--- src/cpu_bus_pkg.sv ---
//////////////////////////////
// cpu bus definitions
//  address and data widths
//  layer RAM layout
//  decoded access enum
//////////////////////////////

package cpu_bus_pkg;

    localparam int cpu_addr_bits = 11;
    localparam int cpu_data_bits = 8;

    // upper half of a layer RAM holds attributes
    localparam int attr_half = 10;

    // scroll position register offsets
    localparam logic scrpos_lo = 1'b0;
    localparam logic scrpos_hi = 1'b1;

    // cpu access as seen by a RAM block
    typedef enum logic [1:0] {
        acc_idle,
        acc_read,
        acc_write
    } access_e;

endpackage

--- src/video_pkg.sv ---
//////////////////////////////
// video path definitions
//  screen position widths
//  tile and pixel widths per layer
//  pipeline latency and the
//  mixer layer enum
//////////////////////////////

package video_pkg;

    // screen position counters
    localparam int h_width = 9;
    localparam int v_width = 8;

    // tile code widths, code byte plus two attribute bits
    localparam int char_tile_bits = 10;
    localparam int scr_tile_bits  = 10;

    // pixel colour within a tile
    localparam int char_col_bits = 2;
    localparam int scr_col_bits  = 3;

    // palette selectors taken from the attribute byte
    localparam int char_pal_bits = 4;
    localparam int scr_pal_bits  = 3;

    // cen6 pulses from h/v to rgb
    // three layer stages and one palette stage
    localparam int pixel_latency = 4;

    localparam int rgb_bits = 4;

    // winner of a pixel at the mixer
    typedef enum logic [1:0] {
        layer_none,
        layer_char,
        layer_scroll
    } layer_e;

endpackage
--- src/color_mixer.sv ---
`timescale 1ns/100ps
//////////////////////////////
// colour mixer
//  layer priority and transparency
//  red/green and blue palette RAMs
//  blanked, registered 4-bit rgb
//////////////////////////////

module color_mixer (
    input  logic                                clk,
    input  logic                                rst,
    input  logic                                cen6,
    input  logic [7:0]                          cpu_addr,
    input  logic [cpu_bus_pkg::cpu_data_bits-1:0] cpu_dout,
    input  logic                                blue_cs,
    input  logic                                redgreen_cs,
    input  logic [video_pkg::char_col_bits-1:0] char_col,
    input  logic [video_pkg::char_pal_bits-1:0] char_pal,
    input  logic [video_pkg::scr_col_bits-1:0]  scr_col,
    input  logic [video_pkg::scr_pal_bits-1:0]  scr_pal,
    input  logic                                scr_prio,
    input  logic                                enable_char,
    input  logic                                enable_scr,
    input  logic                                lhbl,
    input  logic                                lvbl,
    output logic [video_pkg::rgb_bits-1:0]      red,
    output logic [video_pkg::rgb_bits-1:0]      green,
    output logic [video_pkg::rgb_bits-1:0]      blue
);

    // red in the high nibble, green in the low one
    logic [7:0] rg_ram [0:255];
    logic [3:0] b_ram  [0:255];

    video_pkg::layer_e win;
    logic              char_opaque;
    logic              scr_opaque;
    logic [7:0]        pal_idx;

    // colour 0 and disabled layers are see-through
    assign char_opaque = enable_char && (char_col != '0);
    assign scr_opaque  = enable_scr && (scr_col != '0);

    always_comb begin
        if (scr_opaque && (scr_prio || !char_opaque))
            win = video_pkg::layer_scroll;
        else if (char_opaque)
            win = video_pkg::layer_char;
        else
            win = video_pkg::layer_none;
    end

    // chars live in the top quarter of the palette
    always_comb begin
        case (win)
            video_pkg::layer_char:   pal_idx = {2'b11, char_pal, char_col};
            video_pkg::layer_scroll: pal_idx = {2'b00, scr_pal, scr_col};
            default:                 pal_idx = '0;
        endcase
    end

    always_ff @(posedge clk) begin
        if (redgreen_cs)
            rg_ram[cpu_addr] <= cpu_dout;
        if (blue_cs)
            b_ram[cpu_addr] <= cpu_dout[3:0];
    end

    // palette stage
    always_ff @(posedge clk) begin
        if (rst) begin
            red   <= '0;
            green <= '0;
            blue  <= '0;
        end else if (cen6) begin
            if (lhbl && lvbl) begin
                red   <= rg_ram[pal_idx][7:4];
                green <= rg_ram[pal_idx][3:0];
                blue  <= b_ram[pal_idx];
            end else begin
                red   <= '0;
                green <= '0;
                blue  <= '0;
            end
        end
    end

endmodule

--- config.mk ---
export PLATFORM = sky130hd
export DESIGN_NAME = color_mixer
export DESIGN_NICKNAME = d
export VERILOG_FILES = /design/src/cpu_bus_pkg.sv /design/src/video_pkg.sv /design/src/color_mixer.sv
export SDC_FILE = /design/constraint.sdc
export NUM_CORES = 1
export LEC_CHECK = 0
export BUFFER_PORTS_ARGS = -buffer_cell sky130_fd_sc_hd__clkbuf_2
export CAP_MARGIN = 40
export CELL_PAD_IN_SITES_DETAIL_PLACEMENT = 1
export CELL_PAD_IN_SITES_GLOBAL_PLACEMENT = 2
export CORE_AREA = 3 3 426 428
export DETAILED_ROUTE_END_ITERATION = 8
export DIE_AREA = 0 0 429 431
export PLACE_DENSITY = 0.72
export SYNTH_ARGS = -nofsm -noshare
export SYNTH_HDL_FRONTEND = slang
export SYNTH_SLANG_ARGS = --single-unit
--- constraint.sdc ---
create_clock -name clk -period 5.8 [get_ports clk]
set_clock_uncertainty 0.2 [all_clocks]
set_input_delay 1.45 -clock clk [delete_from_list [all_inputs] [get_ports clk]]
set_output_delay 1.45 -clock clk [all_outputs]
set_load 0.01 [all_outputs]
==> reports/metrics.yaml <==
timing:
  rsz0062_at_grt: "no"
  timing.fmax_ghz: 0.202
  final-max-slew-violation-count: 0
  finalHoldWorstSlack_ns: 0.374
  post-route-period-util_pct: 85.2
  maxSlewHeadroom_pct: 37.1
  final_period_minus_worst_setup_slack_ns: 4.94
  setup_viol: 0
  tightest_slew_ns: 0.940
  final_hold_viol_count: 0
flow_run:
  timing.max_cap.violations: 0
pwr:
  max-vdd-ir-drop_uv: 269
  power_leakage_nw: 23.5
  p_per_area_nw_per_um2: 344
layout:
  num-nets-final: 4700
  syn_to_layout_area_delta_pct: 14.5
  fillers: 18200
  drive_above_1_share_pct: 11.6
  layout.core_utilization_pct: 40.0
synthesis:
  synth_cell_types: 69
  synth-seq-area-share_pct: 74.4
  ys_top_cells_by_count: "edfxtp_1, nand2_1, a21oi_1"
  netlist_area_um2: 62300
  synth.net_count: 4551
  number_of_warnings_reported_in_the_yosys_synthesis_log: 0
  share_of_the_synthesized_area_in_the_top_cell_type_pct: 74.0
  synth.most_common_cell: "edfxtp_1"
  yosys_most_used_dff: "edfxtp_1"
  post_synth_top_area_cell: "edfxtp_1"
  yosys-top-cells-area: "edfxtp_1, nand2_1, a21oi_1"
  synth-edff-count: 1534
  synth_area_per_cell_um2: 13.8
  yosys_register_bits: 1546
  postSynth.asyncResetShare_pct: 0
  postSynthCellCount: 4513
drt:
  total_number_of_vias: 40500
  detail_route.vias_per_cell: 5.67
  drt_drc_violations_left: 0
  route.antenna.remaining_nets: 0
  wire_length_per_cell_after_detailed_routing_um: 29.2
  routed_wl_um: 209000
  detail_route.iter0.violations: 4103
  drtPass1Iterations: 6
clocking:
  cts_buffers: 160
  htree_num_levels: 4
  cts-root-buf: "clkbuf_16"
  clk_lat_worst_skew_ns: 0.81
  clkTransAtPathRegs_ns: 0.06
  cts.repair_timing.setup_buffer_count: 0
  ctsResizeCount: 0
  cts_stage_hold_buffer_count: 0
  tritoncts_num_sinks: 1546
  cts_tree: "done"
  cts-root-to-sink-buffers: 3
critical_path:
  worstSetupStartpointType: "input pin"
  endpoint_kind_of_the_worst_setup_timing_path: "flip-flop"
  crit_path_max_fanout: 22
  cp.required_ns: 6.31
  path_class: "in -> reg"
  critPathArrivalTime_ns: 5.46
worst_hold_path:
  holdCritPathClass: "reg -> reg"
floorplanning:
  start_util_pct: 34.9
  dieWidth_um: 429
  floorplan.core_area_um2: 178000
  floorplan.die_area_um2: 185000
  die_y_um: 431
  io_pins: 50
  num_rows: 155
placed_design:
  dp.final_hpwl_um: 131000
  port_buffers: 49
  gp_congestion: 0.852
grt:
  grtUsageTotal_pct: 22.1
  antenna_found_initial: 5
  grt_first_pass_wirelength_um: 298000
  grt_max_degree: 129
  grt-ovfl-total: 0
  number_of_global_route_vias_before_repair: 41000
run_status:
  status: "completed"
metal layers:
layer / vias to the layer above / share of wire (%) / track usage [%]
li1: 17400 / - / -
met1: 21300 / 42 / 29.5
met2: 1453 / 48 / 36.5
met3: 342 / 6.5 / 3.61
met4: 2 / 3.6 / 7.75
met5: - / 0.0062 / 0
cell families after synthesis:
group | after synthesis | share of synthesized area (%)
flip-flops | 1546 | 74.4
multiplexers | 182 | 2.93
buffers and inverters | 316 | 2.49
AND/OR/NAND/NOR | 1486 | 10.1
AO/OA/AOI/OAI | 983 | 10.1
worst max-delay path, stage by stage:
cell and delay (ns):
clkbuf_2 0.29, or2_1 0.36, nand4_1 0.15, buf_4 0.26, and2_2 0.64, nand3_4 0.62
a221oi_1 0.60, a21oi_1 0.16, o21ai_0 0.20, a2111oi_0 0.15, buf_1 0.17, buf_4 0.14
o32ai_1 0.24
metrics by stage:
step	setup slack, ns	instances	power [mW]	instance area [um^2]	setup TNS [ns]
finish	0.858	7149	24.5	71300	0
global route	0.770	7147	25.2	71300	0
CTS	0.930	7145	24.7	71300	0
detailed placement	0.0873	6853	14.8	66300	0
global placement	-0.142	6820	14.8	66100	-0.142
floorplan	1.76	4513	13.7	62300	0
layout make-up:
cell class	count	area, um^2	share of cell area (%)
antenna	2	5.00	0.00702
clock buffer	218	4350	6.10
clock inverter	74	573	0.804
inverter	1	3.75	0.00527
multi-input combinational	2651	14500	20.4
sequential	1546	46300	65.0
tap	2355	2950	4.13
timing repair buffer	302	2580	3.62
cells in the final DEF, fill, tap and decap left out, types with 11 or more instances in the layout:
master,netlist,final
dfxtp_1,12,12
a22o_1,20,20
nor3_1,26,26
buf_12,0,30
buf_4,36,221
clkbuf_16,0,164
clkinv_2,0,22
nor2_1,316,308
nand2_1,854,850
a21oi_1,458,458
nand3_1,98,92
a31oi_1,72,72
o21ai_0,34,34
o22ai_1,33,33
and3_1,134,134
clkbuf_2,1,41
edfxtp_1,1534,1534
or4_1,12,12
a221o_1,19,19
a32oi_1,27,27
a211oi_1,168,168
mux2i_1,181,181
a22oi_1,31,31
clkbuf_1,118,50
a221oi_1,37,37
a211o_1,11,11
clkinv_1,0,29
sequential cells by signal (all words and copies together), names as in the netlist:
signal  cells
rg_ram   1022
b_ram     512
green       4
red         4
blue        4
worst paths after layout:
check | slack [ns] | start | cells past startpoint | endpoint
max | 0.86 | char_col[0] | 13 | green[2]
min | 0.37 | blue[3] | 2 | blue[3]
max reg2reg | 3.05 | b_ram[32][1] | 7 | blue[1]
min reg2reg | 0.37 | blue[3] | 2 | blue[3]
report_power, final:
part	switching (mW)	total [mW]	internal [mW]	leakage (nW)
combinational	1.65	2.29	0.635	7.23
sequential	0.0176	12.3	12.3	13.9
clock	4.40	9.90	5.50	2.39
Power figures use the tool's default switching activity.
